[src/mem_sys_pkg.sv]
// memory subsystem shared types
// widths, command and size codes, request and fill structs
package mem_sys_pkg;

    ////////////////////
    // widths
    ////////////////////
    localparam int BLOCK_BYTES = 8;           // bytes per memory line
    localparam int LINE_OFS_W  = 3;           // byte offset bits inside a line

    typedef logic [31:0] addr_t;              // byte address
    typedef logic [63:0] mem_block_t;         // one line, also the data bus
    typedef logic [3:0]  mem_tag_t;           // 0 = no tag
    typedef logic [1:0]  mem_cmd_t;
    typedef logic [1:0]  mem_size_t;
    typedef logic [15:0] lat_count_t;         // latency countdown

    ////////////////////
    // command codes
    ////////////////////
    localparam mem_cmd_t BUS_NONE  = 2'h0;
    localparam mem_cmd_t BUS_LOAD  = 2'h1;
    localparam mem_cmd_t BUS_STORE = 2'h2;

    // access sizes
    localparam mem_size_t SIZE_BYTE   = 2'h0;
    localparam mem_size_t SIZE_HALF   = 2'h1;
    localparam mem_size_t SIZE_WORD   = 2'h2;
    localparam mem_size_t SIZE_DOUBLE = 2'h3;

    ////////////////////
    // structs
    ////////////////////
    // access request, allocator to block store
    typedef struct packed {
        logic       valid;    // accepted command this cycle
        logic       store;    // 1 = store, 0 = load
        addr_t      addr;
        mem_size_t  size;
        mem_block_t data;     // store data, low lanes used for partial sizes
    } mem_req_t;

    // tag start, allocator to tag table
    typedef struct packed {
        logic     valid;
        logic     load;       // loads must wait for the return bus
        mem_tag_t tag;
    } tag_fill_t;

endpackage

[src/mem_tag_table.sv]
// in-flight tag table
// per tag countdown, waiting-for-bus flag and the held load block
`timescale 1ns/1ps

module mem_tag_table #(
    parameter int NUM_TAGS = 15,
    parameter int LATENCY  = 8
) (
    input  logic                                   clock,
    input  logic                                   arst_n,
    input  mem_sys_pkg::tag_fill_t                 fill,
    input  mem_sys_pkg::mem_block_t                load_data,
    input  mem_sys_pkg::mem_tag_t                  grant,       // 0 = nothing granted
    output logic [NUM_TAGS:1]                      free_mask,
    output logic [NUM_TAGS:1]                      ready_mask,
    output mem_sys_pkg::mem_block_t [NUM_TAGS:1]   held_data
);

    localparam mem_sys_pkg::lat_count_t START_COUNT = mem_sys_pkg::lat_count_t'(LATENCY);

    mem_sys_pkg::lat_count_t count [NUM_TAGS:1];   // cycles until done
    logic [NUM_TAGS:1]       waiting;              // load not yet on the bus
    logic [NUM_TAGS:1]       fill_hit;             // fill targets tag i
    logic [NUM_TAGS:1]       grant_hit;            // arbiter took tag i

    ////////////////////
    // tag decode
    ////////////////////
    always_comb begin
        for (int i = 1; i <= NUM_TAGS; i++) begin
            fill_hit[i]  = fill.valid && (fill.tag == mem_sys_pkg::mem_tag_t'(i));
            grant_hit[i] = (grant == mem_sys_pkg::mem_tag_t'(i));
        end
    end

    // status masks straight from the state
    always_comb begin
        for (int i = 1; i <= NUM_TAGS; i++) begin
            free_mask[i]  = (count[i] == '0) && !waiting[i];
            ready_mask[i] = (count[i] == '0) && waiting[i];
        end
    end

    ////////////////////
    // countdown and flags
    ////////////////////
    always_ff @(posedge clock or negedge arst_n) begin
        if (!arst_n) begin
            for (int i = 1; i <= NUM_TAGS; i++) begin
                count[i] <= '0;
            end
            waiting <= '0;
        end else begin
            for (int i = 1; i <= NUM_TAGS; i++) begin
                if (fill_hit[i]) begin
                    count[i]   <= START_COUNT;         // LATENCY from the accepting edge
                    waiting[i] <= fill.load;
                end else begin
                    if (count[i] != '0) count[i] <= count[i] - 1'b1;
                    if (grant_hit[i])   waiting[i] <= 1'b0;   // returned this edge
                end
            end
        end
    end

    // load data captured with the fill, read out by the arbiter later
    always_ff @(posedge clock) begin
        for (int i = 1; i <= NUM_TAGS; i++) begin
            if (fill_hit[i] && fill.load) held_data[i] <= load_data;
        end
    end

endmodule

[config.mk]
export PLATFORM = sky130hd
export DESIGN_NAME = mem_tag_table
export DESIGN_NICKNAME = d
export VERILOG_FILES = /design/src/mem_sys_pkg.sv /design/src/mem_tag_table.sv
export SDC_FILE = /design/constraint.sdc
export NUM_CORES = 1
export LEC_CHECK = 0
export ABC_AREA = 1
export CAP_MARGIN = 20
export CORE_AREA = 3 3 416 418
export CTS_BUF_LIST = sky130_fd_sc_hd__clkbuf_4 sky130_fd_sc_hd__clkbuf_8
export DETAILED_ROUTE_END_ITERATION = 10
export DIE_AREA = 0 0 419 421
export DONT_BUFFER_PORTS = 1
export SLEW_MARGIN = 20
export SYNTH_ARGS = -nofsm -noshare
export SYNTH_HDL_FRONTEND = slang
export SYNTH_SLANG_ARGS = --single-unit
[constraint.sdc]
create_clock -name clock -period 3.6 [get_ports clock]
set_input_delay 0.54 -clock clock [delete_from_list [all_inputs] [get_ports clock]]
set_output_delay 0.54 -clock clock [all_outputs]
set_load 0.01 [all_outputs]
* Word-level counts from Yosys, hierarchy flattened
Cells that the tools add are included.
** Word-level totals
- Bits in registers :: 1215
- Output and inout port bits :: 990
- Word-level logic and storage cells :: 285
** Cells by class
- Add/subtract/negate cells :: 15
- Equal/unequal tests :: 30
- Multiplexer cells :: 60
- Reductions and logical operators :: 135
** Operators by type and width (count)
- 2-to-1 mux 16 bit :: 30
- logical NOT 16 bit :: 15
- nonzero test 16 bit :: 15
- subtractor 16 x 1 -> 16 bit, second input constant :: 15
- == test 4 bit, second input constant :: 16
- logical AND 1 bit :: 60
- nonzero test 2 bit :: 30
- == test 4 x 3 -> 1 bit, second input constant :: 8
- 2-to-1 mux 1 bit :: 30
- == test 4 x 2 -> 1 bit, second input constant :: 4
- logical NOT 1 bit :: 15
- == test 4 x 1 -> 1 bit, second input constant :: 2

* Logic depth before layout (Yosys ltp)
- Depth after elaboration :: 3
- Mapped depth :: 9

* Least setup slack after synthesis
OpenSTA, ideal clock, no wires.
- Path type :: input -> register
- From :: input fill[5] in the netlist's numbering
- To :: register held_data[896] in the netlist's numbering, enable pin
- Library setup time :: 0.486 ns
- Arrival :: 3.896 ns
- Data required time :: 3.114 ns
- Path slack :: -0.782 ns
- Stages on the path :: 6
- Path buffers :: 2
- Path through :: nand2_1 > nor2_4 > nand2_1 > buf_2 > buf_2 > nor2_1
** On the way
- Cells in the longest elaborated chain, start to end :: 2
** Ends and longest elaborated chain
- start, declared :: line mem_tag_table.sv:11 : input mem_sys_pkg::tag_fill_t fill,
- logical AND 1 bit :: line mem_tag_table.sv:31 : fill_hit[i] = fill.valid && (fill.tag == mem_sys_pkg::mem_tag_t'(i));
- logical AND 1 bit :: line mem_tag_table.sv:69 : if (fill_hit[i] && fill.load) held_data[i] <= load_data;
- end signal, assigned by index :: line mem_tag_table.sv:69
- end, declared :: line mem_tag_table.sv:16 : output mem_sys_pkg::mem_block_t [NUM_TAGS:1] held_data
No other way between the ends.
A chain may end at the register's enable or synchronous reset.

* Worst setup path in the final report
- From :: register count[80] in the netlist's numbering
- To :: output free_mask[6] in the netlist's numbering
** On the way
- Cells in the longest elaborated chain, start to end :: 2
** Ends and longest elaborated chain
- start, declared :: line mem_tag_table.sv:21 : mem_sys_pkg::lat_count_t count [NUM_TAGS:1];
- start signal, assigned by index :: line mem_tag_table.sv:50 : count[i] <= '0;
- start signal, assigned by index :: line mem_tag_table.sv:56 : count[i] <= START_COUNT;
- logical NOT 16 bit :: line mem_tag_table.sv:39 : free_mask[i] = (count[i] == '0) && !waiting[i];
- logical AND 1 bit :: line mem_tag_table.sv:39
- end, declared :: line mem_tag_table.sv:14 : output logic [NUM_TAGS:1] free_mask,
No other way between the ends.

==> results.sh <==
export IMPL_cts_max_path_buffers=3
export IMPL_ant_nets=0
export IMPL_cts_tree="built"
export IMPL_rows=151
export IMPL_syn_avg_cell_area_um2=13.6
export IMPL_io_buffers=0
export IMPL_clk_pin_slew_ps=60
export IMPL_ys_seq_area_share_pct=79.7
export IMPL_post_dp_hpwl_mm=107
export IMPL_cts_sinks=1215
export IMPL_synth_area_um2=44200
export IMPL_path_class="register to output port"
export IMPL_setup_viol=0
export IMPL_drcViolationCount=0
export IMPL_synth_seq_cells=1215
export IMPL_cp_max_fo=6
export IMPL_initial_core_util_pct=26.1
export IMPL_wl_met1_mm=56.7
export IMPL_ys_types=30
export IMPL_rrSetupSlack_ps=1490
export IMPL_postPlaceCellArea_um2=47500
export IMPL_die_y_um=421
export IMPL_status="complete, but fails checks"
export IMPL_static_leakage_power_nw=19.8
export IMPL_period_needed_ps=3290
export IMPL_die_w_um=419
export IMPL_grt_pass1_vias=25200
export IMPL_fin_crit_sh_pct=91.3
export IMPL_ys_top_cells_by_area="edfxtp_1 (65%), dfrtp_1 (14%), nand2_1 (5.2%), nor2_1 (4.7%), nand3_1 (3.4%)"
export IMPL_syn_nets=3350
export IMPL_internal_power_mw=25.0
export IMPL_yosysWarningCount=0
export IMPL_antenna_found_initial=56
export IMPL_maxSlewViolCount=0
export IMPL_fin_worst_hold_slack_ps=-626
export IMPL_peakVddDrop_uv=306
export IMPL_grt_overflow_total=0
export IMPL_cts_max_level=4
export IMPL_finClkSkew_ps=46.7
export IMPL_cts_made_buffers=192
export IMPL_grt_pass1_wl_mm=206
export IMPL_critical_path_endpoint_type="output port"
export IMPL_hold_buffers=101
export IMPL_synth_largest_area_cell="edfxtp_1"
export IMPL_hold_viol=255
export IMPL_p_clk_share_pct=32.8
export IMPL_area_delta_synth_final_pct=19.2
export IMPL_routed_top_layer="met5"
export IMPL_fp_coreArea_um2=169000
export IMPL_drive_gt1_share_pct=14.6
export IMPL_die_area_um2=176000
export IMPL_gp_congestion=0.836
export IMPL_wl_per_cell_um=25.6
export IMPL_worst_pin_slew_ps=1210
export IMPL_wl_mm=153
export IMPL_swShare_pct=30.0
export IMPL_clock_latency_ps=890
export IMPL_route_vias_total=26900
export IMPL_groute_usage_overall_pct=16.7
export IMPL_viasPerCell=4.51
export IMPL_crit_buf_inv=1
export IMPL_startpoint_type="register"
export IMPL_slowest_stage="nor2_1"
export IMPL_drtIter0Drc=2639
export IMPL_fin_area_um2=52700
export IMPL_grt_start_max_net_pins=256
export IMPL_postCtsResizedCells=0
export IMPL_comb_power_share_pct=17.4
export IMPL_first_pass_iters=5
export IMPL_maxSlewHeadroom_pct=19.2
export IMPL_p_sw_mw=10.8
export IMPL_wl_met2_mm=76.0
export IMPL_power_share_sequential_pct=49.8
export IMPL_final_nets=3670
export IMPL_fmax_mhz=304
export IMPL_rsz0062_at_grt="no"
export IMPL_synth_top_area_share_pct=65.3
export IMPL_cp_top_family="simple AND/OR/NAND/NOR gates"
export IMPL_crit_required_ps=3060
export IMPL_p_per_area_nw_per_um2=680
export IMPL_cts_root_buf="clkbuf_8"
export IMPL_cap_violations=0
export IMPL_violations="negative hold slack"
export IMPL_cts_setup_buffers=0
export IMPL_syn_inst=3259
export IMPL_ios=1066
export IMPL_crit_chain="inv_1 > ha_1 > nand2_1 > nor2_1 > nand2_1 > nor2_1"
export IMPL_cp_arrival_ps=2750
export IMPL_total_power_mw=35.8
export IMPL_max_stage_delay_ps=650
export IMPL_hp_class="input pin to async pin"
export IMPL_dr_wl_met3_mm=13.5
layer usage:
layer,GRT usage (%),vias to the layer above
met1,19.5,13400
met5,0,-
met4,7.19,14
li1,-,11800
met3,4.80,259
met2,28.3,1414
flip-flops by register name, summed over array words and instances, names as in the netlist:
| signal | count |
|---|---|
| count | 240 |
| waiting | 15 |
| held_data | 960 |
final cells by class:
cell class / count / area [µm²]
Multi-Input combinational cell: 1726 / 7830
Sequential cell: 1215 / 35200
Clock buffer: 249 / 3120
Antenna cell: 29 / 72.6
Inverter: 287 / 1080
Fill cell: 16500 / 117000
Timing Repair Buffer: 157 / 1850
Clock inverter: 85 / 737
Tap cell: 2218 / 2780
kinds of logic after synthesis:
kind of cell	count (synthesis)	synth area share, %
AOI/OAI and AO/OA	63	0.867
xor gates and xnor gates	7	0.139
DFF	1215	79.7
buffers and inverters	318	2.83
adders and majority gates	15	0.425
and+or+nand+nor	1641	16.0
path summary, 6_finish.rpt:
path	cells past startpoint	end	startpoint
setup / recovery	6	free_mask[6]	count[80]$_DFFE_PN0P_
hold / removal	0	count[42]$_DFFE_PN0P_	arst_n
setup reg to reg	7	count[27]$_DFFE_PN0P_	count[16]$_DFFE_PN0P_
hold reg to reg	1	count[176]$_DFFE_PN0P_	count[176]$_DFFE_PN0P_
max in group asynchronous	0	count[69]$_DFFE_PN0P_	arst_n
min in group clock	6	count[81]$_DFFE_PN0P_	fill[0]
cells in the final DEF (no fill, tap or decap), types with 39 or more instances in the layout:
master | synthesis | routed
clkbuf_4 | 0 | 49
edfxtp_1 | 960 | 960
clkinv_1 | 1 | 39
buf_12 | 0 | 39
nand2_1 | 609 | 609
nand3_1 | 299 | 299
dfrtp_1 | 255 | 255
buf_4 | 5 | 40
clkbuf_8 | 0 | 200
nor2_1 | 553 | 538
inv_1 | 263 | 263
or2_2 | 84 | 84
dlygate4sd3_1 | 0 | 75
synthesized netlist by cell type:
| master | number |
|---|---|
| dfrtp_1 | 255 |
| nor2_2 | 9 |
| clkinv_1 | 1 |
| edfxtp_1 | 960 |
| a31o_1 | 7 |
| nand4_1 | 31 |
| o22ai_1 | 1 |
| xor2_1 | 7 |
| or2_2 | 84 |
| nor3_1 | 7 |
| inv_2 | 23 |
| buf_2 | 23 |
| nor2_4 | 13 |
| a21oi_1 | 9 |
| ha_1 | 15 |
| nand3_2 | 5 |
| buf_1 | 2 |
| nand2_1 | 609 |
| buf_4 | 5 |
| nand3_1 | 299 |
| nand2_2 | 10 |
| inv_1 | 263 |
| o21ai_1 | 12 |
| nand3b_1 | 20 |
| nor2_1 | 553 |
| o21bai_1 | 7 |
| buf_6 | 1 |
| o21ai_0 | 21 |
| nor4_1 | 1 |
| a31o_2 | 6 |
worst register-to-register path, delay by kind of cell (launching register included):
kind	cells	cell delay [ps]
AND/OR/NAND/NOR	5	1210
flip-flops	1	400
adder cells (fa/ha/maj)	1	250
buffers and inverters	1	80
power groups by stage:
stage          sequential (mW)  combinational, mW  clock, mW
2_1_floorplan             17.7               4.82          0
3_3_place_gp              18.0               5.61          0
3_5_place_dp              18.1               5.76          0
4_1_cts                   17.8               6.26       12.1
5_1_grt                   18.0               7.25       12.7
6_report                  17.8               6.23       11.7
metrics by stage:
stage               hold WS, ps  setup slack [ps]  setup TNS [ps]  util (%)  cells
floorplan                   244              -590         -397370         -   3259
global placement            261               829               0      28.0   5502
detailed placement          261               805               0      28.0   5502
CTS                        -780               157               0      31.0   5937
global route               -743              27.1               0      31.0   5946
finish                     -626               314               0      31.1   5966
Note: power is estimated with default switching activity, not from simulation.
