## config.mk

```make
export PLATFORM = sky130hd
export DESIGN_NAME = mem_tag_alloc
export DESIGN_NICKNAME = d
export VERILOG_FILES = /design/src/mem_sys_pkg.sv /design/src/mem_tag_alloc.sv
export SDC_FILE = /design/constraint.sdc
export NUM_CORES = 1
export LEC_CHECK = 0
export BUFFER_PORTS_ARGS = -buffer_cell sky130_fd_sc_hd__clkbuf_2
export CELL_PAD_IN_SITES_DETAIL_PLACEMENT = 1
export CELL_PAD_IN_SITES_GLOBAL_PLACEMENT = 1
export CORE_MARGIN = 8
export CORE_UTILIZATION = 15
export CTS_CLUSTER_SIZE = 30
export DETAILED_ROUTE_END_ITERATION = 10
export PLACE_DENSITY = 0.86
export SKIP_CTS_REPAIR_TIMING = 1
export SYNTH_ARGS = -nofsm -noshare
export SYNTH_HDL_FRONTEND = slang
export SYNTH_SLANG_ARGS = --single-unit
```

## constraint.sdc

```tcl
create_clock -name clock -period 2.18 [get_ports clock]
set_input_delay 0.327 -clock clock [delete_from_list [all_inputs] [get_ports clock]]
set_output_delay 0.327 -clock clock [all_outputs]
set_load 0.01 [all_outputs]
```

## src/mem_sys_pkg.sv

```systemverilog
// memory subsystem shared types
// widths, command and size codes, request and fill structs
package mem_sys_pkg;

    ////////////////////
    // widths
    ////////////////////
    localparam int BLOCK_BYTES = 8;           // bytes per memory line
    localparam int LINE_OFS_W  = 3;           // byte offset bits inside a line

    typedef logic [31:0] addr_t;              // byte address
    typedef logic [63:0] mem_block_t;         // one line, also the data bus
    typedef logic [3:0]  mem_tag_t;           // 0 = no tag
    typedef logic [1:0]  mem_cmd_t;
    typedef logic [1:0]  mem_size_t;
    typedef logic [15:0] lat_count_t;         // latency countdown

    ////////////////////
    // command codes
    ////////////////////
    localparam mem_cmd_t BUS_NONE  = 2'h0;
    localparam mem_cmd_t BUS_LOAD  = 2'h1;
    localparam mem_cmd_t BUS_STORE = 2'h2;

    // access sizes
    localparam mem_size_t SIZE_BYTE   = 2'h0;
    localparam mem_size_t SIZE_HALF   = 2'h1;
    localparam mem_size_t SIZE_WORD   = 2'h2;
    localparam mem_size_t SIZE_DOUBLE = 2'h3;

    ////////////////////
    // structs
    ////////////////////
    // access request, allocator to block store
    typedef struct packed {
        logic       valid;    // accepted command this cycle
        logic       store;    // 1 = store, 0 = load
        addr_t      addr;
        mem_size_t  size;
        mem_block_t data;     // store data, low lanes used for partial sizes
    } mem_req_t;

    // tag start, allocator to tag table
    typedef struct packed {
        logic     valid;
        logic     load;       // loads must wait for the return bus
        mem_tag_t tag;
    } tag_fill_t;

endpackage

```

## src/mem_tag_alloc.sv

```systemverilog
// tag allocator for the memory subsystem
// admits commands, picks the lowest free tag, drives request and table fill
`timescale 1ns/1ps

module mem_tag_alloc #(
    parameter int NUM_TAGS  = 15,
    parameter int MEM_LINES = 256
) (
    input  logic                    clock,
    input  logic                    arst_n,
    input  mem_sys_pkg::mem_cmd_t   cmd,
    input  mem_sys_pkg::addr_t      addr,
    input  mem_sys_pkg::mem_block_t wdata,
    input  mem_sys_pkg::mem_size_t  size,
    input  logic [NUM_TAGS:1]       free_mask,   // bit i set = tag i idle
    output mem_sys_pkg::mem_req_t   req,
    output mem_sys_pkg::tag_fill_t  fill,
    output mem_sys_pkg::mem_tag_t   response
);

    // first byte past the array
    localparam mem_sys_pkg::addr_t MEM_BYTES = MEM_LINES * mem_sys_pkg::BLOCK_BYTES;

    logic                  cmd_valid;   // load or store
    logic                  in_range;
    logic                  any_free;
    logic                  accept;
    mem_sys_pkg::mem_tag_t free_tag;    // lowest free tag, 0 if none

    ////////////////////
    // decode and check
    ////////////////////
    assign cmd_valid = (cmd == mem_sys_pkg::BUS_LOAD) || (cmd == mem_sys_pkg::BUS_STORE);
    assign in_range  = (addr < MEM_BYTES);
    assign any_free  = |free_mask;
    assign accept    = cmd_valid && in_range && any_free;

    // priority pick, walk down so the lowest free tag wins
    always_comb begin
        free_tag = '0;
        for (int i = NUM_TAGS; i >= 1; i--) begin
            if (free_mask[i]) free_tag = mem_sys_pkg::mem_tag_t'(i);
        end
    end

    ////////////////////
    // outputs to store and table
    ////////////////////
    always_comb begin
        req.valid = accept;
        req.store = (cmd == mem_sys_pkg::BUS_STORE);
        req.addr  = addr;
        req.size  = size;
        req.data  = wdata;
    end

    always_comb begin
        fill.valid = accept;
        fill.load  = (cmd == mem_sys_pkg::BUS_LOAD);   // stores only hold the tag
        fill.tag   = free_tag;
    end

    // response shows the tag for one cycle after the accepting edge
    always_ff @(posedge clock or negedge arst_n) begin
        if (!arst_n) begin
            response <= '0;
        end else begin
            response <= accept ? free_tag : '0;   // refusals report 0
        end
    end

endmodule

```

# Word-level counts from Yosys, hierarchy flattened
# Index checks and enable logic that the tools add are counted.
word_totals:
  register_bits: 4
  inputBits: 117
  wordCells: 24
  out_inout_bits: 110
classes:
  n_reduce_logical: 4
  n_lt_le_gt_ge: 1
  mux: 16
  n_eq_ne: 2
ops:
  columns: ["op", "n"]
  rows:
  - ["$mux 4", 16]
  - ["$lt 32x12->1 const B", 1]
  - ["$reduce_or 15->1", 1]
  - ["$eq 2x1->1 const B", 1]
  - ["$eq 2x2->1 const B", 1]
  - ["$logic_and 1x1->1", 2]
  - ["$logic_or 1x1->1", 1]

# Logic depth before layout (Yosys ltp)
# Gate-level depths: netlist of the first run.
depth:
  depth_word: 16
  mapped_depth: 7
  mapped_depth_nobuf: 7

# Worst setup path before layout of the first run
# No wires, ideal clock.
synth_path:
  kind: "input -> output"
  start: "input port addr[25]"
  end: "output port fill[5] (netlist name)"
  cell_stages: 5
  setup_slack_ps: 547
  required_ps: 1853
  t_arrival_ps: 1306
  n_path_buf: 1
  path_cell_list: "or4_4 > nor3_4 > nand3_2 > inv_1 > buf_4"
synth_via:
  elab_chain_cells: 3
synth_rtl:
  columns: ["element", "line_no", "source"]
  rows:
  - ["from (decl)", "mem_tag_alloc.sv:12", "input mem_sys_pkg::addr_t addr,"]
  - ["$lt 32x12->1", "mem_tag_alloc.sv:34", "assign in_range = (addr < MEM_BYTES);"]
  - ["$logic_and 1x1->1 (2 in series)", "mem_tag_alloc.sv:36", "assign accept = cmd_valid && in_range && any_free;"]
  - ["to (decl)", "mem_tag_alloc.sv:17", "output mem_sys_pkg::tag_fill_t fill,"]
# Every way passes these cells.

==> impl_metrics.ini, run 1 <==
[logic_synthesis]
synthTopCellsByArea = buf_4, dfrtp_1, nor4_1, a2111oi_4, ha_1
synth_edf_count = 0
synth-seq-area-share_pct = 8.57
synth.largest_area_cell = buf_4
yosys_register_bits = 4
synth_top_cell_area_share_pct = 64.2
async_flop_share_pct = 100
synthCells = 151
ys_warn_count = 0
synth_nets = 270
syn_area_sq_um = 1170
synth_cell_type_count = 24
synthFlopType = dfrtp_1
avgSynthCellArea_sq_um = 7.74

[cts]
cts_tree = done
cts_made_buffers = 3
htree_levels = 1
root_buffer = clkbuf_8
cts_buffer_depth = 2
clkTransAtPathRegs_ps = 30
clock_sinks = 4

[worst_setup_path]
cp_data_required_time_ps = 1850
endpoint_kind = output pin
crit_fanout = 3
endpoint = fill[5]
crit_type = in -> out
setup.worst_path.start_class = input pin
cp-startpoint = cmd[0]
cp_data_arrival_time_ps = 1650

[timing]
setup_violations = 0
slew_headroom_pct = 59.2
fin_ws_ps = 203
rsz0062_at_grt = false
period_share_pct = 90.7
finalHoldViolations = 0
holdWs_ps = 346
worst_pin_slew_ps = 606
max_freq_mhz = 506
fin_setup_tns_ps = 0
timing.final.max_slew_violations = 0
post-route-min-period_ps = 1980

[grt]
grt_max_degree = 6
grt_pass1_vias = 972
track_usage_pct = 5.76
overflow = 0
grt_pass1_wl_microns = 4840
antenna_found_initial = 0

[pwr]
pwr-share-seq_pct = 21.2
power.density_nw_per_um2 = 366
power_frac_comb_pct = 34.1
p_sw_mw = 0.106
p_total_mw = 0.353
leakage_nw = 0.504
p_int_mw = 0.247
vdd_ir_drop_max_v = 0.0000777
pwr-share-clk_pct = 44.7
p_sw_share_pct = 30.0

[floorplan]
die_x_microns = 104
num_rows = 32
die_h_microns = 104
boundaryPins = 227
initial_core_util_pct = 15.3
dieArea_sq_um = 10900
coreArea_sq_um = 7650

[placed_design]
place.gp.congestion = 0.736
dp.cells = 226
pre_cts_ws_ps = 150
dpl.hpwl_microns = 3030
numPortBuffers = 72

[hold_path]
hold_class = in -> reg

[route]
route.met3.wl_microns = 365
drt_drc_violations_left = 0
wl_met2_microns = 1580
routedWlPerCell_microns = 14.2
met1_length_microns = 1090
first_pass_iters = 2
vias = 808
dr.max_layer_used = met4
drtIter0Drc = 3
viasPerCell = 3.51
postRouteAntennaNets = 0
wirelength_microns = 3260

[job]
max_cap_viol_count = 0

[layout]
layout.nets = 249
fillers = 924
fin_cells = 230
largest_reg_flops = 4
n_antenna_cell = 0
top_regs = response (4)
drive_gt1_share_pct = 63.3
layout-area-overhead-vs-synth_pct = -17.5
top_register = response

[outcome]
status = completed
==> critical path, stage by stage <==
cell and delay [ps]:
clkbuf_2 90, inv_1 40, ha_1 280, nor4_1 200
and4_1 300, nand3_2 140, inv_1 120, clkbuf_2 140
==> area by class of cell <==
class	count	area, sq um	area share, %
sequential	4	100	10.4
multi-input combinational	41	295	30.6
timing repair buffer	74	378	39.2
inverter	6	22.5	2.33
clock buffer	3	41.3	4.28
tap	102	128	13.2
==> power groups by stage <==
stage	combinational, mW	clock [mW]	sequential, mW
after floorplan	0.210	0	0.0756
after global placement	0.118	0	0.0756
after detailed placement	0.122	0	0.0756
after CTS	0.123	0.164	0.0748
after global routing	0.133	0.173	0.0747
final	0.121	0.158	0.0748
==> cell usage in the layout (no fill, tap or decap) <==
cell	n
buf_4	1
nand2_1	2
dlygate4sd3_1	1
ha_1	2
a21oi_1	4
a2111oi_4	1
dfrtp_1	4
a21boi_0	1
a221oi_1	1
nand4_1	1
or4_4	1
nor2_1	5
o31ai_1	1
a211oi_1	1
and2_1	2
clkbuf_2	72
o221ai_1	1
nand3_2	1
nor3_4	1
or3_1	1
nand2b_1	2
inv_1	6
clkbuf_8	3
nor4_1	8
and2_2	1
and4_1	1
nor3_1	3
==> cell usage after synthesis (2+ instances only) <==
cell type	n
nor4_1	8
buf_4	100
nor3_1	3
ha_1	2
and2_1	2
nand2b_1	2
nand2_1	2
nor2_1	5
a21oi_1	4
dfrtp_1	4
inv_1	6
==> cells by family after synthesis <==
logic type      after synthesis  synth area share [%]
buf+inv                     106                  66.2
compound gates               10                  7.50
fa+ha+maj                     2                  2.14
flops                         4                  8.57
simple gates                 29                  15.6
==> through the flow <==
stage / instance area [sq um] / util [%]
2_1_floorplan: 1170 / -
3_3_place_gp: 913 / 11.9
3_5_place_dp: 913 / 11.9
4_1_cts: 955 / 12.5
5_1_grt: 965 / 12.6
6_report: 965 / 12.6
==> routing by layer <==
layer	vias up	global-route usage, %
li1	351	-
met1	362	4.91
met2	67	9.70
met3	28	2.42
met4	0	6.10
met5	-	0
==> worst min path at each step <==
stage	start	endpoint	slack, ps	depth (start not counted)
final	free_mask[1]	response[1]$_DFF_PN0_	350	2
after detailed placement	arst_n	response[2]$_DFF_PN0_	140	1
after global routing	free_mask[1]	response[1]$_DFF_PN0_	350	2
after CTS	arst_n	response[0]$_DFF_PN0_	-100	1
after global placement	arst_n	response[0]$_DFF_PN0_	130	1
after floorplan	arst_n	response[0]$_DFF_PN0_	30	0
(Power assumes the default switching activity.)
==> run 2: changes to the inputs <==
--- a/config.mk
+++ b/config.mk
@@ -8,6 +8,7 @@
 export BUFFER_PORTS_ARGS = -buffer_cell sky130_fd_sc_hd__clkbuf_2
 export CELL_PAD_IN_SITES_DETAIL_PLACEMENT = 1
 export CELL_PAD_IN_SITES_GLOBAL_PLACEMENT = 1
+export CORE_ASPECT_RATIO = 0.9
 export CORE_MARGIN = 8
 export CORE_UTILIZATION = 15
 export CTS_CLUSTER_SIZE = 30
==> impl_metrics.ini, run 2 (synthesis gave the netlist of run 1 again) <==
[route]
drtIter0Drc = 6
vias = 787
drt_drc_violations_left = 0
viasPerCell = 3.51
routedWlPerCell_microns = 13.3
wirelength_microns = 2970
first_pass_iters = 2
postRouteAntennaNets = 0

[layout]
fillers = 911
layout.nets = 249
final_common_cell = clkbuf_2
n_antenna_cell = 0
drive_gt1_share_pct = 63.3
largest_reg_flops = 4
layout-area-overhead-vs-synth_pct = -18.1
top_regs = response (4)
fin_area_sq_um = 957
top_register = response
layout_common_cells = clkbuf_2, nor4_1, inv_1

[pwr]
pwr-share-seq_pct = 21.5
vdd_ir_drop_max_v = 0.0000758
p_total_mw = 0.348
pwr-share-clk_pct = 44.0
p_sw_share_pct = 29.2
power_frac_comb_pct = 34.5
leakage_nw = 0.504
power.density_nw_per_um2 = 364
p_sw_mw = 0.102
p_int_mw = 0.247

[timing]
rsz0062_at_grt = false
fin_setup_tns_ps = 0
finalHoldViolations = 0
fin_ws_ps = 228
timing.final.max_slew_violations = 0
setup_violations = 0
slew_headroom_pct = 61.3
max_freq_mhz = 512
worst_pin_slew_ps = 576
post-route-min-period_ps = 1950
period_share_pct = 89.5

[floorplan]
dieArea_sq_um = 10900
die_x_microns = 109
num_rows = 30
coreArea_sq_um = 7540
die_h_microns = 99.7
initial_core_util_pct = 15.5
boundaryPins = 227

[placed_design]
numPortBuffers = 72
place.gp.congestion = 0.672
dpl.hpwl_microns = 2760
placed_area_sq_um = 906
pre_cts_ws_ps = 143

[worst_setup_path]
cp_cell_sequence = clkbuf_2 > inv_1 > ha_1 > nor4_1 > and4_1 > nand3_2 > inv_1 > clkbuf_2
endpoint_kind = output pin
slowest_delay_ps = 290
setup.worst_path.start_class = input pin
cp_data_arrival_time_ps = 1620
cp_slowest_cell = and4_1
crit_type = in -> out
cp_data_required_time_ps = 1850
crit_fanout = 3

[hold_path]
hold_path_depth = 2
hold_class = in -> reg
min_to = response[1]$_DFF_PN0_
hold_start = free_mask[1]

[cts]
htree_levels = 1
cts_tree = done
cts_buffer_depth = 2
cts_made_buffers = 3
clock_sinks = 4
root_buffer = clkbuf_8
clkTransAtPathRegs_ps = 30

[outcome]
status = completed

[grt]
track_usage_pct = 5.36
antenna_found_initial = 0
grt_pass1_wl_microns = 4530
overflow = 0
grt_pass1_vias = 942
grt_max_degree = 6

[job]
max_cap_viol_count = 0
==> run 2: cell counts in the layout (fill, tap and decap cells not counted) <==
Identical to the previous run, type by type.
==> run 2: how the worst max path moves through the flow <==
stage	endpoint	startpoint	depth (start not counted)
2_1_floorplan	fill[5]	addr[25]	5
3_3_place_gp	req[99]	cmd[0]	8
3_5_place_dp	fill[5]	cmd[0]	8
4_1_cts	fill[5]	cmd[0]	8
5_1_grt	fill[5]	cmd[0]	8
6_report	fill[5]	cmd[0]	8
==> run 2: cell type report <==
cell class / count / area (sq um) / share of cell area (%)
clock buffers: 3 / 41.3 / 4.31
inverters: 6 / 22.5 / 2.35
multi-input cells: 41 / 295 / 30.8
flip-flops and latches: 4 / 100 / 10.5
well taps: 96 / 120 / 12.5
repair buffers: 74 / 378 / 39.5
==> run 2: per-layer routing <==
metal / global-route usage, % / wire length [microns]
met1: 5.29 / 1140
met2: 9.04 / 1470
met3: 2.26 / 309
met4: 3.36 / 50
met5: 0 / 0
==> run 2: stage by stage <==
stage | hold WS [ps] | util, % | cells
6_report | 349 | 12.7 | 224
5_1_grt | 353 | 12.7 | 224
4_1_cts | -93.1 | 12.6 | 223
3_5_place_dp | 135 | 12.0 | 220
3_3_place_gp | 131 | 12.0 | 220
2_1_floorplan | 31.4 | - | 151
==> run 2: worst max-delay path, delay by kind of cell <==
kind / cells / cell delay, ps
fa+ha+maj: 1 / 280
buf+inv: 4 / 390
simple gates: 3 / 620
==> run 2: power by group through the flow <==
stage	Combinational, mW	Sequential, mW	Clock (mW)
after floorplan	0.210	0.0756	0
after global placement	0.118	0.0756	0
after detailed placement	0.122	0.0756	0
after CTS	0.122	0.0748	0.159
after global routing	0.134	0.0747	0.167
final	0.120	0.0748	0.153
