[config.mk]
export PLATFORM = sky130hd
export DESIGN_NAME = mem_return_arb
export DESIGN_NICKNAME = d
export VERILOG_FILES = /design/src/mem_sys_pkg.sv /design/src/mem_return_arb.sv
export SDC_FILE = /design/constraint.sdc
export NUM_CORES = 1
export LEC_CHECK = 0
export BUFFER_PORTS_ARGS = -buffer_cell sky130_fd_sc_hd__buf_2
export CORE_AREA = 3 3 402 404
export CTS_BUF_LIST = sky130_fd_sc_hd__clkbuf_2 sky130_fd_sc_hd__clkbuf_4 sky130_fd_sc_hd__clkbuf_8
export CTS_CLUSTER_DIAMETER = 40
export DETAILED_ROUTE_END_ITERATION = 10
export DIE_AREA = 0 0 405 407
export GPL_ROUTABILITY_DRIVEN = 0
export SLEW_MARGIN = 20
export SYNTH_ARGS = -nofsm -noshare
export SYNTH_HDL_FRONTEND = slang
export SYNTH_SLANG_ARGS = --single-unit
[constraint.sdc]
create_clock -name clock -period 1.96 [get_ports clock]
set_input_delay 0.196 -clock clock [delete_from_list [all_inputs] [get_ports clock]]
set_output_delay 0.196 -clock clock [all_outputs]
set_load 0.05 [all_outputs]
[src/mem_sys_pkg.sv]
// memory subsystem shared types
// widths, command and size codes, request and fill structs
package mem_sys_pkg;

    ////////////////////
    // widths
    ////////////////////
    localparam int BLOCK_BYTES = 8;           // bytes per memory line
    localparam int LINE_OFS_W  = 3;           // byte offset bits inside a line

    typedef logic [31:0] addr_t;              // byte address
    typedef logic [63:0] mem_block_t;         // one line, also the data bus
    typedef logic [3:0]  mem_tag_t;           // 0 = no tag
    typedef logic [1:0]  mem_cmd_t;
    typedef logic [1:0]  mem_size_t;
    typedef logic [15:0] lat_count_t;         // latency countdown

    ////////////////////
    // command codes
    ////////////////////
    localparam mem_cmd_t BUS_NONE  = 2'h0;
    localparam mem_cmd_t BUS_LOAD  = 2'h1;
    localparam mem_cmd_t BUS_STORE = 2'h2;

    // access sizes
    localparam mem_size_t SIZE_BYTE   = 2'h0;
    localparam mem_size_t SIZE_HALF   = 2'h1;
    localparam mem_size_t SIZE_WORD   = 2'h2;
    localparam mem_size_t SIZE_DOUBLE = 2'h3;

    ////////////////////
    // structs
    ////////////////////
    // access request, allocator to block store
    typedef struct packed {
        logic       valid;    // accepted command this cycle
        logic       store;    // 1 = store, 0 = load
        addr_t      addr;
        mem_size_t  size;
        mem_block_t data;     // store data, low lanes used for partial sizes
    } mem_req_t;

    // tag start, allocator to tag table
    typedef struct packed {
        logic     valid;
        logic     load;       // loads must wait for the return bus
        mem_tag_t tag;
    } tag_fill_t;

endpackage

[src/mem_return_arb.sv]
// return bus arbiter
// grants the lowest ready tag, registers its tag and block onto the bus
`timescale 1ns/1ps

module mem_return_arb #(
    parameter int NUM_TAGS = 15
) (
    input  logic                                 clock,
    input  logic                                 arst_n,
    input  logic [NUM_TAGS:1]                    ready_mask,
    input  mem_sys_pkg::mem_block_t [NUM_TAGS:1] held_data,
    output mem_sys_pkg::mem_tag_t                grant,   // 0 = bus idle
    output mem_sys_pkg::mem_tag_t                rtag,
    output mem_sys_pkg::mem_block_t              rdata
);

    mem_sys_pkg::mem_block_t sel_data;   // block of the granted tag

    // walk down, last hit is the lowest ready tag
    always_comb begin
        grant    = '0;
        sel_data = '0;
        for (int i = NUM_TAGS; i >= 1; i--) begin
            if (ready_mask[i]) begin
                grant    = mem_sys_pkg::mem_tag_t'(i);
                sel_data = held_data[i];
            end
        end
    end

    ////////////////////
    // return register
    ////////////////////
    always_ff @(posedge clock or negedge arst_n) begin
        if (!arst_n) begin
            rtag  <= '0;
            rdata <= '0;
        end else begin
            rtag  <= grant;      // 0 when nothing ready
            rdata <= sel_data;   // zero with no grant
        end
    end

endmodule

# Word level (Yosys, flattened, before mapping)
# Index checks and enable logic that the tools add are counted.
totals:
  wordCells: 32
  input_bits: 977
  output_inout_bits: 72
  register_bits: 68
classes:
  mux: 30
ops:
  columns: ["op", "count"]
  rows:
  - ["64-bit 2-to-1 mux", 15]
  - ["4-bit 2-to-1 mux", 15]

# Longest topological paths before layout
# Gate-level depths: netlist of run 1.
depth:
  ltp_word: 15
  depth_mapped: 9
  mapped_depth_nobuf: 5

# Worst setup path after synthesis of run 1
# OpenSTA, ideal clock, no wires.
synth_timing:
  path_type: "input port to flip-flop"
  start: "in ready_mask[8] (netlist name)"
  end: "reg rtag[3]"
  stages: 7
  n_path_buf: 4
  arrival_time_ns: 3.541
  path_slack_ns: -1.963
  cell_sequence: "buf_2 or2_1 clkbuf_1 buf_4 buf_2 nor2_1 a2111oi_0"
synth_via:
  elab_chain_cells: 8
synth_lines:
  columns: ["element", "line", "source"]
  rows:
  - ["start, declared", "mem_return_arb.sv:10", "input logic [NUM_TAGS:1] ready_mask,"]
  - ["4-bit 2-to-1 mux (8 in series)", "mem_return_arb.sv:24", "if (ready_mask[i]) begin"]
  - ["named net grant[3]", "mem_return_arb.sv:12", "output mem_sys_pkg::mem_tag_t grant,"]
  - ["end signal, assigned", "mem_return_arb.sv:39", "rtag <= grant;"]
  - ["end, declared", "mem_return_arb.sv:13", "output mem_sys_pkg::mem_tag_t rtag,"]
# The timed path passes the listed nets, and every way through them passes these cells.

# Worst setup path in the final report of run 1
layout_timing:
  start: "in ready_mask[10] (netlist name)"
  end: "reg rdata[34]"
layout_via:
  elab_chain_cells: 10
layout_lines:
  columns: ["element", "line", "source"]
  rows:
  - ["64-bit 2-to-1 mux (10 in series)", "mem_return_arb.sv:24", null]
  - ["named net sel_data[34]", "mem_return_arb.sv:17", "mem_sys_pkg::mem_block_t sel_data;"]
  - ["end signal, assigned", "mem_return_arb.sv:40", "rdata <= sel_data;"]
  - ["end, declared", "mem_return_arb.sv:14", "output mem_sys_pkg::mem_block_t rdata"]
# The timed path passes the listed nets, and every way through them passes these cells.

==> results.toml, run 1 <==
[synthesis]
yosysSeqAreaShare = 0.1981
async_reset_ff_frac = 1.000
synthTopCellsByCount = "a221oi_1 (213), o22ai_1 (128), clkbuf_1 (105)"
postSynthNetCount = 2108
ys_ff_latch = 68
syn_area_per_cell_um2 = 7.595
yosysUniqueCellTypes = 37
yosysWarningCount = 0
synth.most_common_cell = "a221oi_1"
syn_inst = 1131
synth_edf_count = 0
synthFlopType = "dfrtp_1"
synthTopCellsByArea = "a221oi_1 (22%), dfrtp_1 (20%), o22ai_1 (9.3%), o221ai_1 (6.8%), o21ai_0 (5.5%)"
syn_area_mm2 = 0.008589
synth_area_leader_cell = "a221oi_1"
synth_top_cell_area_share = 0.2172

[cells_and_area]
syn_to_final_growth_pct = 133.9
utilization = 0.1270
drive_gt1_frac = 0.5897
nets = 3390
fillers = 18270

[hold_path]
hold_class = "in -> reg"

[clock_network]
cts_buffers = 9
cts_root_buffer = "clkbuf_8"
cts.path.max_buffers = 2
cts_tree = "done"
clk_pin_slew_ns = 0.14
cts.sinks = 68
htree_levels = 3

[floorplanning]
initial_utilization = 0.05430
io_pins = 1049
die-area_mm2 = 0.1648
rows = 146
core_mm2 = 0.1582
die_h_um = 407
die_width_um = 405

[critical_path]
worstPathCellList = "buf_4 > buf_4 > a221oi_2 > o21ai_1 > a221oi_2 > o21ai_1 > dlygate4sd3_1"
critPathMaxFanout = 41
end_kind = "register"
critPathMaxStageDelay_ns = 0.58
critical_path_buf_inv_count = 3
start_kind = "input port"
critPathLaunch = "ready_mask[10]"
cp.depth = 7
endpoint = "rdata[34]"
cp_top_family = "compound AO/OA/AOI/OAI gates"
worstPathArrival_ns = 2.44
crit_required_ns = 2.33
crit_slowest_cell = "dlygate4sd3_1"
worst-setup-path-type = "in -> reg"

[sta]
final_hold_viol_count = 0
fin_ws_ns = -0.1092
post-route-period-util = 1.056
final-setup-viol-count = 3
max_slew.worst_pin.slew_ns = 0.9459
max_freq_mhz = 483.3
relSlewSlack = 0.3694
rsz0062_at_grt = "true"
drv_slew = 0
period_needed_ns = 2.069

[routing]
via_per_inst = 4.034
drc = 0
vias = 18360
first_pass_iters = 7
antenna_left = 0
totalWireLength_mm = 147.6
wl_per_cell_um = 32.43
first_iter_violations = 2417

[placed_design]
hpwl_mm = 130.9
dp_slack_ns = -0.6823
port_buffers = 1048

[power]
power_density_mw_per_mm2 = 404.5
ir_drop_uv = 315.0
p_leak_nw = 8.791

[global_route]
grt_pass1_vias = 17180
grt_max_degree = 43
track_usage = 0.1671
grt_pass1_wl_mm = 176.9
grt-ovfl-total = 0
grt_antenna_before_repair = 134

[status]
status = "finished, violations left"
violations = "negative setup slack"

[flow_run]
drv_cap = 0
-- tightest hold or removal path: stages --
cell and delay (ns):
buf_2 0.08, o21ai_0 0.12, nor2_1 0.16
-- placed cells by master, fill, tap and decap left out, types with 34 or more instances in the layout --
cell           count
diode_2           61
buf_12            49
dfrtp_1           68
o22ai_1          126
o221ai_1          65
nor2_1            85
dlygate4sd3_1     78
nand2_1           73
o21ai_0           94
buf_2           1037
buf_4            260
o21ai_1           34
a221oi_1         202
-- registers in the layout, indices dropped and copies added, names as in the netlist --
| name | flops |
|---|---|
| rtag | 4 |
| rdata | 64 |
-- per-stage QoR --
step	cells	TNS [ns]	power, mW	cell area, µm²	hold WS [ns]
CTS	4480	0	8.244	19710	0.0001211
detailed placement	4386	-11.19	6.377	18690	0.01662
global route	4531	-0.04457	8.547	20040	0.02894
global placement	4386	-10.82	6.382	18680	0.02116
floorplan	1131	0	3.222	8620	-0.09959
finish	4551	-0.1788	8.127	20090	0.09917
-- power by group --
| part | total [mW] | switching (mW) | leakage [nW] | internal, mW |
|---|---|---|---|---|
| Clock | 1.56 | 0.963 | 0.0962 | 0.594 |
| Sequential | 1.61 | 0.0704 | 0.786 | 1.54 |
| Combinational | 4.96 | 3.02 | 7.91 | 1.94 |
| Total | 8.13 | 4.05 | 8.79 | 4.07 |
-- what timing repair did --
item / 4_1_cts / 5_1_grt
hold endpoints to repair: 118 / 0
pin swaps: 3 / 8
buffers inserted: 0 / 7
gates resized for setup: 7 / 16
cloned: 0 / 3
hold buffers: 78 / 0
setup endpoints to repair: 7 / 10
-- cell families (layout without fill, tap and decap cells) --
kind of cell,after synthesis,after routing,share of synthesized area
compound gates,683,683,0.6141
simple gates,202,202,0.09745
buf+inv,178,1465,0.09031
flops,68,68,0.1981
other cells,0,61,0
-- worst min path at each step --
stage | from | endpoint | cells after the start | slack [ns]
after global placement | arst_n | rdata[21] | 1 | 0.02
after CTS | held_data[46] | rdata[46] | 4 | 0.0001
after global routing | held_data[144] | rdata[16] | 3 | 0.03
final | held_data[15] | rdata[15] | 3 | 0.1
after detailed placement | arst_n | rdata[21] | 1 | 0.02
after floorplan | arst_n | rdata[0] | 0 | -0.1
-- per-layer routing --
layer  global-route usage  vias to the layer above  wire (µm)
li1                     -                     7493          -
met1               0.1779                     8750      51290
met2               0.2862                     1587      71410
met3              0.06493                      460      15680
met4              0.08475                       70       8614
met5             0.004758                        -        597
-- area by class of cell --
class	instances	area (µm²)	area share
Antenna cell	61	152.6	0.007598
Clock buffer	9	123.9	0.006166
Clock inverter	7	76.32	0.003799
Inverter	20	78.83	0.003924
Multi-Input combinational cell	885	6366	0.3169
Sequential cell	68	1702	0.08470
Tap cell	2072	2592	0.1290
Timing Repair Buffer	1429	8997	0.4479
No activity file was read; power rests on OpenSTA's default activity.
==> run 2: changes to the inputs <==
--- a/config.mk
+++ b/config.mk
@@ -7,9 +7,9 @@
 export LEC_CHECK = 0
 export BUFFER_PORTS_ARGS = -buffer_cell sky130_fd_sc_hd__buf_2
-export CORE_AREA = 3 3 402 404
+export CORE_AREA = 2 2 413 415
 export CTS_BUF_LIST = sky130_fd_sc_hd__clkbuf_2 sky130_fd_sc_hd__clkbuf_4 sky130_fd_sc_hd__clkbuf_8
 export CTS_CLUSTER_DIAMETER = 40
 export DETAILED_ROUTE_END_ITERATION = 10
-export DIE_AREA = 0 0 405 407
+export DIE_AREA = 0 0 415 417
 export GPL_ROUTABILITY_DRIVEN = 0
 export SLEW_MARGIN = 20
==> constraint.sdc (replaced) <==
create_clock -name clock -period 1.96 [get_ports clock]
set_input_delay 0.49 -clock clock [delete_from_list [all_inputs] [get_ports clock]]
set_output_delay 0.49 -clock clock [all_outputs]
set_load 0.05 [all_outputs]
==> run 2 against run 1 <==
Against the previous run: the flow still finishes with violations (negative setup slack); non-clock buffer count shrank 117; global-route usage up 0.88 points; total power up 3.0%.
==> results.toml, run 2 (same netlist as run 1, synthesis figures left out) <==
[clock_network]
cts_root_buffer = "clkbuf_8"
cts.sinks = 68
cts_tree = "done"
htree_levels = 3
clk_pin_slew_ns = 0.11
cts_buffers = 9
cts.path.max_buffers = 2

[global_route]
grtUsageMet2 = 0.3125
grt_pass1_vias = 16770
grt_pass1_wl_mm = 191.8
use_met1 = 0.1811
track_usage = 0.1759
grt_use_met3 = 0.07325
grt_max_degree = 34
grt-ovfl-total = 0
top_usage_layer = "met2"
grt_antenna_before_repair = 185

[cells_and_area]
syn_to_final_growth_pct = 128.0
instances_no_fill = 4594
largest_register_ffs = 64
fillers = 19630
nets = 3273
regArea_mm2 = 0.001702
drive_gt1_frac = 0.6115
final_common_cell = "buf_2"
final_cell_mix = "buf_2 (1027), buf_4 (210), a221oi_1 (201)"
multi_input_area_mm2 = 0.006518
top_register = "rdata"
largest_registers = "rdata (64), rtag (4)"

[critical_path]
critical_path_buf_inv_count = 2
worstPathArrival_ns = 1.75
critPathMaxFanout = 4
start_kind = "input port"
crit_slowest_cell = "or2_4"
crit_required_ns = 1.47
cp_top_family = "compound AO/OA/AOI/OAI gates"
critPathLaunch = "ready_mask[12]"
worstPathCellList = "buf_8 > or2_4 > o21bai_4 > a21oi_2 > o21ai_2 > a21oi_4 > buf_12"
worst-setup-path-type = "in -> out"
end_kind = "output port"
critPathMaxStageDelay_ns = 0.29

[hold_path]
hold_class = "in -> reg"
min_from = "held_data[20]"
min_path_cells = 3
hold_end = "rdata[20]"

[routing]
totalWireLength_mm = 159.9
antenna_left = 0
vias = 18150
drc = 0
wl_per_cell_um = 34.80
first_iter_violations = 2365
via_per_inst = 3.950
first_pass_iters = 6

[flow_run]
drv_cap = 0

[power]
total_power_mw = 8.373
power_density_mw_per_mm2 = 427.6
ir_drop_uv = 381.0
p_leak_nw = 8.381

[sta]
rsz0062_at_grt = "true"
tns_ns = -0.8706
post-route-period-util = 1.141
max_slew.worst_pin.slew_ns = 0.8927
final-setup-viol-count = 10
max_freq_mhz = 447.0
drv_slew = 0
period_needed_ns = 2.237
fin_ws_ns = -0.2772
final_hold_viol_count = 0
whs_ns = 0.2109
relSlewSlack = 0.3986

[floorplanning]
rows = 151
core_mm2 = 0.1685
die_width_um = 415
die_h_um = 417
initial_utilization = 0.05097
die-area_mm2 = 0.1731
io_pins = 1049

[status]
violations = "negative setup slack"
status = "finished, violations left"

[placed_design]
hpwl_mm = 144.3
dp.cells = 4486
port_buffers = 1048
==> run 2: worst max-delay path by stage <==
| stage | slack [ns] | cells after the start | endpoint |
|---|---|---|---|
| 2_1_floorplan | -0.37 | 9 | grant[2] |
| 3_3_place_gp | -1.02 | 9 | rdata[60] |
| 3_5_place_dp | -0.89 | 9 | rdata[18] |
| 4_1_cts | -0.34 | 7 | grant[1] |
| 5_1_grt | -0.33 | 7 | grant[1] |
| 6_report | -0.28 | 7 | grant[1] |
==> run 2: power breakdown <==
part	leakage [nW]	switching, mW	internal, mW
combinational	7.46	3.07	1.80
sequential	0.786	0.0586	1.54
clock	0.134	0.936	0.970
==> run 2: worst min-delay path, stage by stage <==
cell and delay (ns):
buf_2 0.10, nand2_1 0.05, a32oi_1 0.04
==> run 2: area by class of cell <==
class	count	share of cell area
Timing Repair Buffer	1312	0.4112
Inverter	20	0.004345
Multi-Input combinational cell	885	0.3328
Clock buffer	9	0.006325
Sequential cell	68	0.08690
Antenna cell	75	0.009584
Clock inverter	7	0.007092
Tap cell	2218	0.1417
==> run 2: metal layers <==
| layer | vias to the layer above | share of wire |
|---|---|---|
| li1 | 7277 | - |
| met1 | 8534 | 0.34 |
| met2 | 1742 | 0.50 |
| met3 | 497 | 0.11 |
| met4 | 98 | 0.050 |
| met5 | - | 0.0043 |
==> run 2: through the flow <==
stage | util | setup WS (ns) | cell area (µm²)
finish | 0.1162 | -0.2772 | 19580
global route | 0.1158 | -0.3305 | 19520
CTS | 0.1145 | -0.3431 | 19300
detailed placement | 0.1102 | -0.8852 | 18580
global placement | 0.1102 | -1.022 | 18560
floorplan | - | -0.3706 | 8773
==> run 2: timing repair <==
action,CTS,global route
pin swaps,18,9
hold buffers,1,0
resized for setup,68,20
setup endpoints to repair,22,22
buffers inserted,15,2
hold endpoints to repair,18,0
==> run 3: changes to the inputs <==
CORE_AREA = 2 2 408 410   (was 2 2 413 415)
DIE_AREA = 0 0 410 412   (was 0 0 415 417)
clock period = 2 ns   (was 1.96 ns; I/O delays follow)
==> run 3 against run 2 <==
Against the previous run: the flow finishes with violations (design-rule violations, negative setup slack); routed wire length is 0.73% higher; global-route usage is 0.41 points higher; die area is 2.4% lower; combinational power is 2% lower; sequential cell count stayed put; non-clock buffer count is 24 lower; setup slack better by 0.014 ns; first-iteration DRC count is 16% higher; count of clock-buffer cells in the layout is 2 higher; via count is 1.6% higher.
==> results.toml, run 3 (same netlist as run 1, synthesis figures left out) <==
[critical_path]
critical_path_buf_inv_count = 3
crit_required_ns = 1.50
critPathLaunch = "ready_mask[2]"
cp_top_family = "buffers and inverters"
worst-setup-path-type = "in -> out"
critPathMaxFanout = 3
worst_path_most_repeated_cell = "buf_12"
end_kind = "output port"
crit_slowest_cell = "a2111oi_4"
critPathMaxStageDelay_ns = 0.39
worstPathArrival_ns = 1.76
start_kind = "input port"
worstPathCellList = "buf_4 > or3_4 > a2111oi_4 > buf_12 > buf_12"

[cells_and_area]
largest_register_ffs = 64
largest_registers = "rdata (64), rtag (4)"
multi_input_area_mm2 = 0.006543
regArea_mm2 = 0.001702
nets = 3249
drive_gt1_frac = 0.6107
utilization = 0.1177
top_register = "rdata"
final_common_cell = "buf_2"
syn_to_final_growth_pct = 125.0
instances_no_fill = 4578
final_cell_mix = "buf_2 (1033), buf_4 (193), a221oi_1 (186)"
fillers = 19110

[routing]
via_per_inst = 4.026
first_pass_iters = 11
antenna_left = 0
dr_wl_met3_mm = 18.57
first_iter_violations = 2738
drc = 22
top_layer = "met5"
totalWireLength_mm = 161.1
wl_met2_mm = 74.57
vias = 18430
wl_per_cell_um = 35.18
met1_length_mm = 55.11

[floorplanning]
die_h_um = 412
die_width_um = 410
initial_utilization = 0.05230
io_pins = 1049
rows = 149
core_mm2 = 0.1642
die-area_mm2 = 0.1689

[clock_network]
clk_pin_slew_ns = 0.14
cts_root_buffer = "clkbuf_8"
cts.path.max_buffers = 2
cts_buffers = 9
cts_tree = "done"
htree_levels = 3
cts.sinks = 68

[power]
p_leak_nw = 8.208
ir_drop_uv = 337.0
power_density_mw_per_mm2 = 413.4

[sta]
final_hold_viol_count = 0
post-route-period-util = 1.131
period_needed_ns = 2.263
relSlewSlack = 0.2896
final-setup-viol-count = 8
tns_ns = -1.072
max_slew.worst_pin.slew_ns = 1.066
whs_ns = 0.2274
fin_ws_ns = -0.2628
max_freq_mhz = 441.9
drv_slew = 0
rsz0062_at_grt = "true"

[placed_design]
port_buffers = 1048
hpwl_mm = 143.4
dp.cells = 4437
dp_slack_ns = -0.9434

[hold_path]
hold_class = "in -> reg"
hold_end = "rdata[16]"
min_path_cells = 3
min_from = "held_data[16]"

[status]
violations = "design-rule violations, negative setup slack"
status = "finished, violations left"

[global_route]
grt-ovfl-total = 0
grt_pass1_vias = 16760
grt_max_degree = 43
grt_antenna_before_repair = 224
grt_pass1_wl_mm = 192.1
track_usage = 0.1800

[flow_run]
drv_cap = 0
## run 3: cell count changes in the layout (fill, tap and decap cells not counted), sizes merged
cell,before,now
clkinv,8,5
diode,75,113
bufbuf,0,1
bufinv,4,2
clkinvlp,0,2
clkbuf,9,11
buf,1311,1286
## run 3: layout make-up
type / instances / share of cell area
Clock buffer: 11 / 0.007510
Inverter: 20 / 0.004985
Sequential cell: 68 / 0.08805
Antenna cell: 113 / 0.01463
Timing Repair Buffer: 1288 / 0.4008
Clock inverter: 4 / 0.003820
Tap cell: 2189 / 0.1417
Multi-Input combinational cell: 885 / 0.3385
## run 3: worst min-delay path, delay by kind of cell
| kind | cells | cell delay [ns] |
|---|---|---|
| buffers and inverters | 1 | 0.08 |
| AOI/OAI and AO/OA | 1 | 0.06 |
| and+or+nand+nor | 1 | 0.04 |
## run 3: through the flow
| stage | total power, mW | instance area, µm² |
|---|---|---|
| CTS | 8.088 | 18930 |
| detailed placement | 6.178 | 18260 |
| floorplan | 3.190 | 8773 |
| global route | 8.319 | 19240 |
| finish | 7.990 | 19330 |
| global placement | 6.131 | 18200 |
## run 3: how the worst max path moves through the flow
stage	cells past startpoint	slack [ns]	endpoint
5_1_grt	8	-0.30	grant[1]
4_1_cts	8	-0.34	grant[1]
2_1_floorplan	9	-0.35	grant[2]
3_5_place_dp	8	-0.94	rdata[15]
3_3_place_gp	8	-0.94	rdata[15]
6_report	5	-0.26	grant[3]
## run 3: per-layer routing
layer  track usage  up-vias
met1        0.1856     8742
met5       0.02318        -
met3       0.08419      604
li1              -     7256
met4        0.1190      102
met2        0.2903     1726
## run 3: repair_timing
action | 4_1_cts | 5_1_grt
hold endpoints to repair | 22 | 0
buffers inserted | 10 | 5
setup endpoints to repair | 35 | 9
hold buffers | 1 | 0
gates resized for setup | 70 | 22
pin swaps | 15 | 12
cloned | 1 | 0
## run 3: power breakdown
part / switching [mW] / internal, mW
Clock: 0.916 / 0.745
Sequential: 0.0564 / 1.51
Combinational: 3.06 / 1.71
Total: 4.03 / 3.96
